$ cat src/source/exec_pkg.sv
package exec_pkg;

    // datapath widths
    parameter int XLEN        = 32;
    parameter int REG_AW      = 5;
    parameter int ISSUE_WIDTH = 2;

    // lane operation, NOP must stay at zero so a cleared register reads as a bubble
    typedef enum logic [4:0] {
        NOP   = 5'd0,
        ADD   = 5'd1,
        SUB   = 5'd2,
        AND   = 5'd3,
        OR    = 5'd4,
        XOR   = 5'd5,
        SLL   = 5'd6,
        SRL   = 5'd7,
        SRA   = 5'd8,
        SLT   = 5'd9,
        SLTU  = 5'd10,
        LU12I = 5'd11,
        // conditional branches
        BEQ   = 5'd12,
        BNE   = 5'd13,
        BLT   = 5'd14,
        BGE   = 5'd15,
        BLTU  = 5'd16,
        BGEU  = 5'd17,
        // indirect jump with link
        JIRL  = 5'd18,
        // data cache access
        LD_W  = 5'd19,
        ST_W  = 5'd20,
        ST_B  = 5'd21
    } alu_op_e;

    // ops that go to the data cache
    function automatic logic is_mem(input alu_op_e op);
        logic mem;
        case (op)
            LD_W, ST_W, ST_B: mem = 1'b1;
            default:          mem = 1'b0;
        endcase
        return mem;
    endfunction

    // ops that write memory
    function automatic logic is_store(input alu_op_e op);
        logic st;
        case (op)
            ST_W, ST_B: st = 1'b1;
            default:    st = 1'b0;
        endcase
        return st;
    endfunction

endpackage

$ cat src/source/branch_unit.sv
`timescale 1ns/100ps

module branch_unit (
    input  exec_pkg::alu_op_e         op_i,
    input  logic [exec_pkg::XLEN-1:0] rj_i,
    input  logic [exec_pkg::XLEN-1:0] rd_i,
    input  logic [exec_pkg::XLEN-1:0] pc_i,
    input  logic [exec_pkg::XLEN-1:0] imm_i,
    output logic                      taken_o,
    output logic [exec_pkg::XLEN-1:0] target_o,
    output logic [exec_pkg::XLEN-1:0] link_o
);

    logic eq;
    logic lt_s;
    logic lt_u;

    // rj against rd, as in the la32 branch forms
    assign eq   = rj_i == rd_i;
    assign lt_s = $signed(rj_i) < $signed(rd_i);
    assign lt_u = rj_i < rd_i;

    always_comb begin
        case (op_i)
            exec_pkg::BEQ:  taken_o = eq;
            exec_pkg::BNE:  taken_o = !eq;
            exec_pkg::BLT:  taken_o = lt_s;
            exec_pkg::BGE:  taken_o = !lt_s;
            exec_pkg::BLTU: taken_o = lt_u;
            exec_pkg::BGEU: taken_o = !lt_u;
            exec_pkg::JIRL: taken_o = 1'b1;
            default:        taken_o = 1'b0;
        endcase
    end

    // jirl is register relative, branches are pc relative
    assign target_o = (op_i == exec_pkg::JIRL) ? rj_i + imm_i : pc_i + imm_i;

    assign link_o = pc_i + 32'd4;

endmodule

$ cat src/source/dual_execute.sv
`timescale 1ns/100ps

module dual_execute (
    input  logic                                                clk,
    input  logic                                                rst_n_i,
    // dispatch
    input  logic [exec_pkg::ISSUE_WIDTH-1:0]                    ex_valid_i,
    input  exec_pkg::alu_op_e [exec_pkg::ISSUE_WIDTH-1:0]       ex_op_i,
    input  logic [exec_pkg::ISSUE_WIDTH-1:0][exec_pkg::XLEN-1:0] ex_pc_i,
    input  logic [exec_pkg::ISSUE_WIDTH-1:0][exec_pkg::XLEN-1:0] ex_src1_i,
    input  logic [exec_pkg::ISSUE_WIDTH-1:0][exec_pkg::XLEN-1:0] ex_src2_i,
    input  logic [exec_pkg::ISSUE_WIDTH-1:0][exec_pkg::XLEN-1:0] ex_imm_i,
    input  logic [exec_pkg::ISSUE_WIDTH-1:0][exec_pkg::REG_AW-1:0] ex_rd_i,
    input  logic [exec_pkg::ISSUE_WIDTH-1:0]                    ex_wen_i,
    // controller
    input  logic                                                flush_i,
    input  logic                                                pause_i,
    // data cache
    output logic                                                dc_valid_o,
    output logic                                                dc_we_o,
    output logic [exec_pkg::XLEN-1:0]                           dc_addr_o,
    output logic [exec_pkg::XLEN-1:0]                           dc_wdata_o,
    output logic [3:0]                                          dc_wstrb_o,
    input  logic                                                dc_addr_ok_i,
    output logic                                                pause_ex_o,
    output logic                                                branch_flush_o,
    output logic [exec_pkg::XLEN-1:0]                           branch_target_o,
    // forwarding
    output logic [exec_pkg::ISSUE_WIDTH-1:0]                    fwd_wen_o,
    output logic [exec_pkg::ISSUE_WIDTH-1:0][exec_pkg::REG_AW-1:0] fwd_rd_o,
    output logic [exec_pkg::ISSUE_WIDTH-1:0][exec_pkg::XLEN-1:0] fwd_data_o,
    // memory stage
    output logic [exec_pkg::ISSUE_WIDTH-1:0]                    mem_valid_o,
    output exec_pkg::alu_op_e [exec_pkg::ISSUE_WIDTH-1:0]       mem_op_o,
    output logic [exec_pkg::ISSUE_WIDTH-1:0][exec_pkg::REG_AW-1:0] mem_rd_o,
    output logic [exec_pkg::ISSUE_WIDTH-1:0]                    mem_wen_o,
    output logic [exec_pkg::ISSUE_WIDTH-1:0][exec_pkg::XLEN-1:0] mem_result_o,
    output logic [exec_pkg::ISSUE_WIDTH-1:0][exec_pkg::XLEN-1:0] mem_addr_o
);

    logic [1:0]                       req;
    logic [1:0]                       req_we;
    logic [1:0][exec_pkg::XLEN-1:0]   req_addr;
    logic [1:0][exec_pkg::XLEN-1:0]   req_wdata;
    logic [1:0][3:0]                  req_wstrb;
    logic [1:0]                       stall;
    logic [1:0]                       redirect;
    logic [1:0][exec_pkg::XLEN-1:0]   target;
    logic [1:0][exec_pkg::XLEN-1:0]   result;
    logic [1:0][exec_pkg::XLEN-1:0]   addr;
    logic [1:0]                       keep;

    exec_lane lane0 (
        .clk(clk), .rst_n_i(rst_n_i), .valid_i(ex_valid_i[0]), .op_i(ex_op_i[0]),
        .pc_i(ex_pc_i[0]), .src1_i(ex_src1_i[0]), .src2_i(ex_src2_i[0]),
        .imm_i(ex_imm_i[0]), .rd_i(ex_rd_i[0]), .wen_i(ex_wen_i[0]),
        .addr_ok_i(dc_addr_ok_i),
        .req_o(req[0]), .req_we_o(req_we[0]), .req_addr_o(req_addr[0]),
        .req_wdata_o(req_wdata[0]), .req_wstrb_o(req_wstrb[0]),
        .stall_o(stall[0]), .redirect_o(redirect[0]), .target_o(target[0]),
        .result_o(result[0]), .addr_o(addr[0])
    );

    exec_lane lane1 (
        .clk(clk), .rst_n_i(rst_n_i), .valid_i(ex_valid_i[1]), .op_i(ex_op_i[1]),
        .pc_i(ex_pc_i[1]), .src1_i(ex_src1_i[1]), .src2_i(ex_src2_i[1]),
        .imm_i(ex_imm_i[1]), .rd_i(ex_rd_i[1]), .wen_i(ex_wen_i[1]),
        .addr_ok_i(dc_addr_ok_i),
        .req_o(req[1]), .req_we_o(req_we[1]), .req_addr_o(req_addr[1]),
        .req_wdata_o(req_wdata[1]), .req_wstrb_o(req_wstrb[1]),
        .stall_o(stall[1]), .redirect_o(redirect[1]), .target_o(target[1]),
        .result_o(result[1]), .addr_o(addr[1])
    );

    // one cache port, lane 0 wins
    assign dc_valid_o = |req;
    assign dc_we_o    = req[0] ? req_we[0]    : req_we[1];
    assign dc_addr_o  = req[0] ? req_addr[0]  : req_addr[1];
    assign dc_wdata_o = req[0] ? req_wdata[0] : req_wdata[1];
    assign dc_wstrb_o = req[0] ? req_wstrb[0] : req_wstrb[1];

    assign pause_ex_o     = |stall;
    assign branch_flush_o = |redirect && !pause_ex_o;

    always_comb begin
        if (!branch_flush_o) begin
            branch_target_o = '0;
        end else if (redirect[0]) begin
            branch_target_o = target[0];
        end else begin
            branch_target_o = target[1];
        end
    end

    assign fwd_rd_o   = ex_rd_i;
    assign fwd_data_o = result;
    assign fwd_wen_o[0] = ex_valid_i[0] && ex_wen_i[0] && (ex_rd_i[0] != '0);
    assign fwd_wen_o[1] = ex_valid_i[1] && ex_wen_i[1] && (ex_rd_i[1] != '0);

    // lane 1 is younger and dies behind a lane 0 redirect
    assign keep[0] = ex_valid_i[0];
    assign keep[1] = ex_valid_i[1] && !redirect[0];

    always_ff @(posedge clk) begin
        if (!rst_n_i || flush_i || pause_ex_o) begin
            mem_valid_o  <= '0;
            mem_op_o     <= {exec_pkg::NOP, exec_pkg::NOP};
            mem_rd_o     <= '0;
            mem_wen_o    <= '0;
            mem_result_o <= '0;
            mem_addr_o   <= '0;
        end else if (!pause_i) begin
            for (int i = 0; i < exec_pkg::ISSUE_WIDTH; i++) begin
                mem_valid_o[i]  <= keep[i];
                mem_op_o[i]     <= keep[i] ? ex_op_i[i] : exec_pkg::NOP;
                mem_rd_o[i]     <= keep[i] ? ex_rd_i[i] : '0;
                mem_wen_o[i]    <= keep[i] && fwd_wen_o[i];
                mem_result_o[i] <= keep[i] ? result[i] : '0;
                mem_addr_o[i]   <= keep[i] ? addr[i] : '0;
            end
        end
    end

endmodule

$ cat src/source/exec_lane.sv
`timescale 1ns/100ps

module exec_lane (
    input  logic                        clk,
    input  logic                        rst_n_i,
    input  logic                        valid_i,
    input  exec_pkg::alu_op_e           op_i,
    input  logic [exec_pkg::XLEN-1:0]   pc_i,
    input  logic [exec_pkg::XLEN-1:0]   src1_i,
    input  logic [exec_pkg::XLEN-1:0]   src2_i,
    input  logic [exec_pkg::XLEN-1:0]   imm_i,
    input  logic [exec_pkg::REG_AW-1:0] rd_i,
    input  logic                        wen_i,
    input  logic                        addr_ok_i,
    output logic                        req_o,
    output logic                        req_we_o,
    output logic [exec_pkg::XLEN-1:0]   req_addr_o,
    output logic [exec_pkg::XLEN-1:0]   req_wdata_o,
    output logic [3:0]                  req_wstrb_o,
    output logic                        stall_o,
    output logic                        redirect_o,
    output logic [exec_pkg::XLEN-1:0]   target_o,
    output logic [exec_pkg::XLEN-1:0]   result_o,
    output logic [exec_pkg::XLEN-1:0]   addr_o
);

    logic [exec_pkg::XLEN-1:0] alu_b;
    logic [exec_pkg::XLEN-1:0] alu_res;
    logic [exec_pkg::XLEN-1:0] link;
    logic [exec_pkg::XLEN-1:0] ea;
    logic                      taken;
    logic                      mem_op;
    logic                      held;
    logic                      sent_q;
    logic [exec_pkg::XLEN-1:0] sent_pc_q;

    // lu12i takes the 20-bit immediate shifted up, the rest use src2
    assign alu_b = (op_i == exec_pkg::LU12I) ? {imm_i[19:0], 12'b0} : src2_i;

    int_alu u_alu (
        .op_i    (op_i),
        .a_i     (src1_i),
        .b_i     (alu_b),
        .result_o(alu_res)
    );

    branch_unit u_bru (
        .op_i    (op_i),
        .rj_i    (src1_i),
        .rd_i    (src2_i),
        .pc_i    (pc_i),
        .imm_i   (imm_i),
        .taken_o (taken),
        .target_o(target_o),
        .link_o  (link)
    );

    assign redirect_o = valid_i && taken;

    // writes to r0 are dropped
    always_comb begin
        if (rd_i == '0) begin
            result_o = '0;
        end else if (taken && wen_i) begin
            result_o = link;
        end else begin
            result_o = alu_res;
        end
    end

    assign ea     = src1_i + imm_i;
    assign mem_op = exec_pkg::is_mem(op_i);
    assign addr_o = mem_op ? ea : '0;

    // same instruction still sitting here after its request went out
    assign held = sent_q && valid_i && (pc_i == sent_pc_q);

    assign req_o      = valid_i && mem_op && !held;
    assign req_we_o   = exec_pkg::is_store(op_i);
    assign req_addr_o = ea;
    assign stall_o    = req_o && !addr_ok_i;

    always_comb begin
        case (op_i)
            exec_pkg::ST_W: begin
                req_wstrb_o = 4'b1111;
                req_wdata_o = src2_i;
            end
            exec_pkg::ST_B: begin
                req_wstrb_o = 4'b0001 << ea[1:0];
                req_wdata_o = {4{src2_i[7:0]}};
            end
            default: begin
                req_wstrb_o = 4'b0000;
                req_wdata_o = '0;
            end
        endcase
    end

    always_ff @(posedge clk) begin
        if (!rst_n_i) begin
            sent_q <= 1'b0;
        end else if (req_o && addr_ok_i) begin
            sent_q <= 1'b1;
        end else if (!held) begin
            sent_q <= 1'b0;
        end
    end

    always_ff @(posedge clk) begin
        if (req_o && addr_ok_i) begin
            sent_pc_q <= pc_i;
        end
    end

endmodule

$ cat src/source/int_alu.sv
`timescale 1ns/100ps

module int_alu (
    input  exec_pkg::alu_op_e         op_i,
    input  logic [exec_pkg::XLEN-1:0] a_i,
    input  logic [exec_pkg::XLEN-1:0] b_i,
    output logic [exec_pkg::XLEN-1:0] result_o
);

    logic signed [exec_pkg::XLEN-1:0] a_s;
    logic signed [exec_pkg::XLEN-1:0] b_s;
    logic [4:0]                       shamt;
    logic                             lt_s;
    logic                             lt_u;

    assign a_s   = a_i;
    assign b_s   = b_i;
    // shift amount from the low five bits only
    assign shamt = b_i[4:0];

    assign lt_s = a_s < b_s;
    assign lt_u = a_i < b_i;

    always_comb begin
        case (op_i)
            exec_pkg::ADD: begin
                result_o = a_i + b_i;
            end
            exec_pkg::SUB: begin
                result_o = a_i - b_i;
            end
            exec_pkg::AND: begin
                result_o = a_i & b_i;
            end
            exec_pkg::OR: begin
                result_o = a_i | b_i;
            end
            exec_pkg::XOR: begin
                result_o = a_i ^ b_i;
            end
            exec_pkg::SLL: begin
                result_o = a_i << shamt;
            end
            exec_pkg::SRL: begin
                result_o = a_i >> shamt;
            end
            exec_pkg::SRA: begin
                result_o = a_s >>> shamt;
            end
            exec_pkg::SLT: begin
                result_o = {{(exec_pkg::XLEN-1){1'b0}}, lt_s};
            end
            exec_pkg::SLTU: begin
                result_o = {{(exec_pkg::XLEN-1){1'b0}}, lt_u};
            end
            exec_pkg::LU12I: begin
                // upper immediate arrives already in place
                result_o = b_i;
            end
            default: begin
                result_o = '0;
            end
        endcase
    end

endmodule

$ cat config.mk
export PLATFORM = sky130hd
export DESIGN_NAME = dual_execute
export DESIGN_NICKNAME = d
export VERILOG_FILES = /design/src/source/exec_pkg.sv /design/src/source/branch_unit.sv /design/src/source/dual_execute.sv /design/src/source/exec_lane.sv /design/src/source/int_alu.sv
export SDC_FILE = /design/constraint.sdc
export NUM_CORES = 2
export LEC_CHECK = 0
export BUFFER_PORTS_ARGS = -buffer_cell sky130_fd_sc_hd__buf_2
export CAP_MARGIN = 20
export CORE_ASPECT_RATIO = 1.5
export CORE_MARGIN = 8
export CORE_UTILIZATION = 65
export CTS_CLUSTER_DIAMETER = 200
export CTS_CLUSTER_SIZE = 28
export DETAILED_ROUTE_END_ITERATION = 6
export PLACE_DENSITY = 0.9
export SKIP_LAST_GASP = 1
export SYNTH_ARGS = -nofsm -noshare
export SYNTH_HDL_FRONTEND = slang
export SYNTH_HIERARCHICAL = 1
export SYNTH_SLANG_ARGS = --single-unit
$ cat constraint.sdc
create_clock -name clk -period 16.3 [get_ports clk]
set_input_delay 0 -clock clk [delete_from_list [all_inputs] [get_ports clk]]
set_output_delay 0 -clock clk [all_outputs]
set_load 0.02 [all_outputs]
==> results of run 1 <==
## repair_timing
action / 4_1_cts
setup buffers: 0
gates resized for setup: 0
hold endpoints to repair: 96
hold buffers: 99
## cell usage after synthesis (29+ instances only)
| master | instances |
|---|---|
| mux4_2 | 102 |
| buf_1 | 31 |
| o221ai_1 | 37 |
| xnor2_1 | 118 |
| nor2_1 | 646 |
| nor2b_1 | 49 |
| nor4_1 | 36 |
| o31ai_1 | 36 |
| mux2_2 | 179 |
| a21oi_1 | 508 |
| ha_1 | 392 |
| clkbuf_1 | 226 |
| nand3_1 | 99 |
| o21ai_0 | 288 |
| o2111ai_1 | 34 |
| a211oi_1 | 64 |
| and2_1 | 89 |
| o22ai_1 | 40 |
| nand2_1 | 430 |
| buf_2 | 72 |
| o211ai_1 | 55 |
| dfxtp_1 | 154 |
| o21a_1 | 46 |
| o21bai_1 | 47 |
| edfxtp_1 | 64 |
| mux2i_1 | 118 |
| nand2b_1 | 100 |
| inv_1 | 318 |
| nand4_1 | 71 |
| a21o_1 | 85 |
| a22oi_1 | 205 |
| a31oi_1 | 29 |
| or3_1 | 43 |
| nor3_1 | 89 |
| xor2_1 | 112 |
## metal layers
| layer | overflow | GRT usage |
|---|---|---|
| met3 | 1 | 0.434 |
| met1 | 0 | 0.640 |
| met5 | 0 | 0.128 |
| met4 | 8 | 0.670 |
| met2 | 7 | 0.874 |
## through the flow
step / hold slack, ns / instance area [sq um] / std cells / setup WS (ns)
4_1_cts: 0.00944 / 44500 / 6627 / 10.08
3_5_place_dp: 0.258 / 43200 / 6512 / 10.34
3_3_place_gp: 0.256 / 43200 / 6512 / 10.46
2_1_floorplan: 0.0989 / 40100 / 5409 / 10.91
## logic make-up after synthesis
logic type | count (synthesis)
buffers and inverters | 684
flip-flops | 218
AND/OR/NAND/NOR | 1772
AO/OA/AOI/OAI | 1706
adder cells (fa/ha/maj) | 400
XOR/XNOR | 230
multiplexers | 399
==> flow_summary.yaml, run 1 <==
grt:
  grt_pass1_vias: 51366
  grt_usage: 0.654
  overflow: 16
  grt_pass1_wl_um: 346000
  grt_max_degree: 81
place:
  hpwl_um: 166000
  io_buffers: 616
  place.gp.congestion: 1.36
synthesis:
  synth_ff_type: "dfxtp_1"
  yosys.area_share.xor_xnor: 0.0503
  synthDominantCellAreaShare: 0.122
  syn_avg_cell_area_sq_um: 7.41
  ys_ff_latch: 218
  synth_edf_count: 64
  synthMuxAreaShare: 0.137
  postSynthCellCount: 5409
  syn-num-nets: 6094
  synth_warnings: 6
  ys_types: 114
  synth.largest_area_cell: "ha_1"
  synth-simple-area-share: 0.209
  synthAdderAreaFrac: 0.126
  yosysSeqAreaShare: 0.125
  synthTopCellsByArea: "ha_1 (12%), dfxtp_1 (7.7%), a21oi_1 (6.3%)"
  synth_top_family_by_area: "compound AO/OA/AOI/OAI gates"
  syn_area_sq_mm: 0.0401
  async_reset_ff_frac: 0
  synth-compound-area-share: 0.282
die:
  die_y_um: 320
  die_x_um: 219
  ios: 617
  start_util: 0.656
  rows: 111
status:
  error_line: "[ERROR GRT-0116] Global routing finished with congestion. Check the congestion regions in the DRC Viewer."
  outcome: "stopped before the end"
  lastStage: "5_1_grt"
clocking:
  cts_sinks: 218
  clock_path_buffers: 3
  htree_levels: 1
  cts_buffers: 11
  clockRootBuffer: "clkbuf_16"
==> inputs of run 2 (changes only) <==
--- a/config.mk
+++ b/config.mk
@@ -7,13 +7,10 @@
 export LEC_CHECK = 0
 export BUFFER_PORTS_ARGS = -buffer_cell sky130_fd_sc_hd__buf_2
 export CAP_MARGIN = 20
-export CORE_ASPECT_RATIO = 1.5
 export CORE_MARGIN = 8
-export CORE_UTILIZATION = 65
-export CTS_CLUSTER_DIAMETER = 200
-export CTS_CLUSTER_SIZE = 28
+export CORE_UTILIZATION = 40
 export DETAILED_ROUTE_END_ITERATION = 6
-export PLACE_DENSITY = 0.9
+export PLACE_DENSITY_LB_ADDON = 0.15
 export SKIP_LAST_GASP = 1
 export SYNTH_ARGS = -nofsm -noshare
 export SYNTH_HDL_FRONTEND = slang
==> run 2 against run 1 <==
Net effect: the run now ends clean; synthesized area unchanged; synthesized cell count unchanged.
==> flow_summary.yaml, run 2 <==
place:
  io_buffers: 616
  place.gp.congestion: 1.12
  dp.cells: 7046
  place_area_sq_mm: 0.0440
  hpwl_um: 189000
synthesis:
  synthDominantCellAreaShare: 0.122
  syn-num-nets: 6094
  synth_top_family_by_area: "compound AO/OA/AOI/OAI gates"
  synth.most_common_cell: "nor2_1"
  postSynthCellCount: 5409
  synthTopCellsByArea: "ha_1 (12%), dfxtp_1 (7.7%), a21oi_1 (6.3%)"
  synthTopCellsByCount: "nor2_1 (646), a21oi_1 (508), nand2_1 (430), ha_1 (392), inv_1 (318)"
  synth-compound-area-share: 0.282
  syn_area_sq_mm: 0.0401
  synth.largest_area_cell: "ha_1"
  synth_ff_type: "dfxtp_1"
  ys_types: 114
  synthMuxAreaShare: 0.137
  synth_edf_count: 64
  syn_avg_cell_area_sq_um: 7.41
  yosys.area_share.xor_xnor: 0.0503
  synthAdderAreaFrac: 0.126
  synth-simple-area-share: 0.209
  async_reset_ff_frac: 0
  yosysSeqAreaShare: 0.125
  ys_ff_latch: 218
  synth_warnings: 6
layout:
  fin_util: 0.462
  nNetsFinal: 6557
  regArea_sq_mm: 0.00500
  stdcell_count: 7209
  syn_to_final_growth_pct: 15.0
  final_cell_mix: "nor2_1 (640), buf_2 (615), a21oi_1 (506), nand2_1 (430), ha_1 (392)"
  fill_cells: 10326
  drive_gt1_frac: 0.197
  multi_input_area_sq_mm: 0.0324
  top_regs: "mem_addr_o x64, mem_result_o x64"
  final_area_sq_mm: 0.0461
  final_common_cell: "nor2_1"
pwr:
  p_leak_nw: 19.9
  p_per_area_mw_per_mm2: 64.1
  peakVddDrop_v: 0.0000859
  power_mw: 2.95
min_path:
  hp-class: "in2reg"
  min_from: "ex_wen_i[1]"
clocking:
  post_cts_resized: 0
  clock_path_buffers: 3
  clk_latency_ns: 0.61
  cts_buffers: 30
  clockRootBuffer: "clkbuf_16"
  htree_levels: 1
  cts_tree: "built"
  path_clk_slew_ns: 0.06
  postCtsSetupRepairBufs: 0
  cts_sinks: 218
grt:
  grt_usage: 0.409
  grt_pass1_vias: 44723
  overflow: 0
  grt_pass1_wl_um: 335000
  grt_antenna_before_repair: 35
  grt_max_degree: 76
timing:
  min_period_ns: 6.78
  fin_tns_setup_ns: 0
  timing.fmax_mhz: 148
  hold_violations: 0
  fin_skew_ns: 0.0179
  slew_headroom: 0.214
  finalSetupViolations: 0
  timing.final.crit_share: 0.416
  slew_viol_final: 0
  worstMarginPinSlew_ns: 1.17
  rsz0062_at_grt: "false"
detailed_routing:
  wl_per_cell_um: 33.4
  first_pass_iters: 7
  drcViolationCount: 0
  dr.first_iter.drc_count: 6017
  routed_wl_um: 241000
  vias: 47583
  ant_nets: 0
  vias_per_cell: 6.60
status:
  outcome: "completed"
die:
  die_y_um: 332
  die_x_um: 332
  coreArea_sq_mm: 0.0997
  rows: 116
  ios: 617
  dieArea_sq_mm: 0.111
  start_util: 0.402
critical_path:
  rr_startpoint: "lane0/sent_pc_q[16]$_DFFE_PP_"
  startpoint_type: "input pin"
  cp-end-kind: "output port"
  crit_start: "ex_op_i[2]"
  crit_type: "in2out"
  crit_arrival_ns: 6.78
  crit_fanout: 39
  worstPathRequired_ns: 16.30
job:
  maxCapViolCount: 0
run 2: cell counts after synthesis:
No cell type changed its count.
run 2: cell families after synthesis:
| family | Yosys count |
|---|---|
| compound gates | 1706 |
| xor+xnor | 230 |
| fa+ha+maj | 400 |
| buf+inv | 684 |
| flops | 218 |
| mux | 399 |
| simple gates | 1772 |
run 2: where the power goes:
group,leakage (nW),internal (mW),total (mW),switching [mW]
sequential,1.82,0.566,0.570,0.00414
combinational,17.5,0.540,1.66,1.12
clock,0.538,0.434,0.725,0.292
run 2: routing by layer:
layer  part of all wire  vias to the layer above  wire [um]  track usage
met5            0.00044                        -        107            0
met4              0.091                       16      21800        0.301
met3               0.10                      704      24400       0.0939
met2               0.43                     3080     102000        0.628
met1               0.38                    22965      91800        0.498
li1                   -                    20818          -            -
run 2: critical path, stage by stage:
cell           delay, ns
dlygate4sd3_1       0.54
buf_2               0.30
nand3b_1            0.35
nor3b_4             0.24
buf_4               0.51
nor2b_4             0.06
buf_4               0.30
inv_1               0.64
ha_1                0.41
a211oi_1            0.38
nor4_1              0.15
o21ai_0             0.49
and3_1              0.29
o311a_1             0.31
nor4b_1             0.10
or3_1               0.37
a211o_1             0.33
o21ba_2             0.19
o21ai_0             0.16
nand2_1             0.09
a21oi_1             0.27
buf_2               0.22
run 2: repair_timing:
item,4_1_cts,5_1_grt
hold endpoints to repair,122,0
hold buffers,91,0
endpoints found under the setup margin,0,0
run 2: per-stage QoR:
| step | worst slack (ns) | hold WS, ns |
|---|---|---|
| floorplan | 10.91 | 0.0989 |
| global placement | 9.95 | 0.256 |
| detailed placement | 9.91 | 0.263 |
| CTS | 9.64 | 0.00539 |
| global route | 9.32 | 0.0328 |
| finish | 9.52 | 0.0593 |
run 2: final cells by class:
type,count,area share
Tap cell,1298,0.0353
Clock inverter,16,0.00386
Multi-Input combinational cell,4507,0.704
Clock buffer,40,0.0194
Timing Repair Buffer,795,0.102
Sequential cell,218,0.109
Inverter,320,0.0261
Antenna cell,15,0.000815
run 2: final timing paths:
kind,end,slack [ns],cells past startpoint
max,fwd_data_o[31],9.52,22
min,mem_wen_o[1]$_SDFFE_PP0N_,0.06,4
max reg2reg,mem_wen_o[0]$_SDFFE_PP0N_,11.93,12
min reg2reg,mem_wen_o[1]$_SDFFE_PP0N_,0.47,2
No activity file was read; power rests on OpenSTA's default activity.
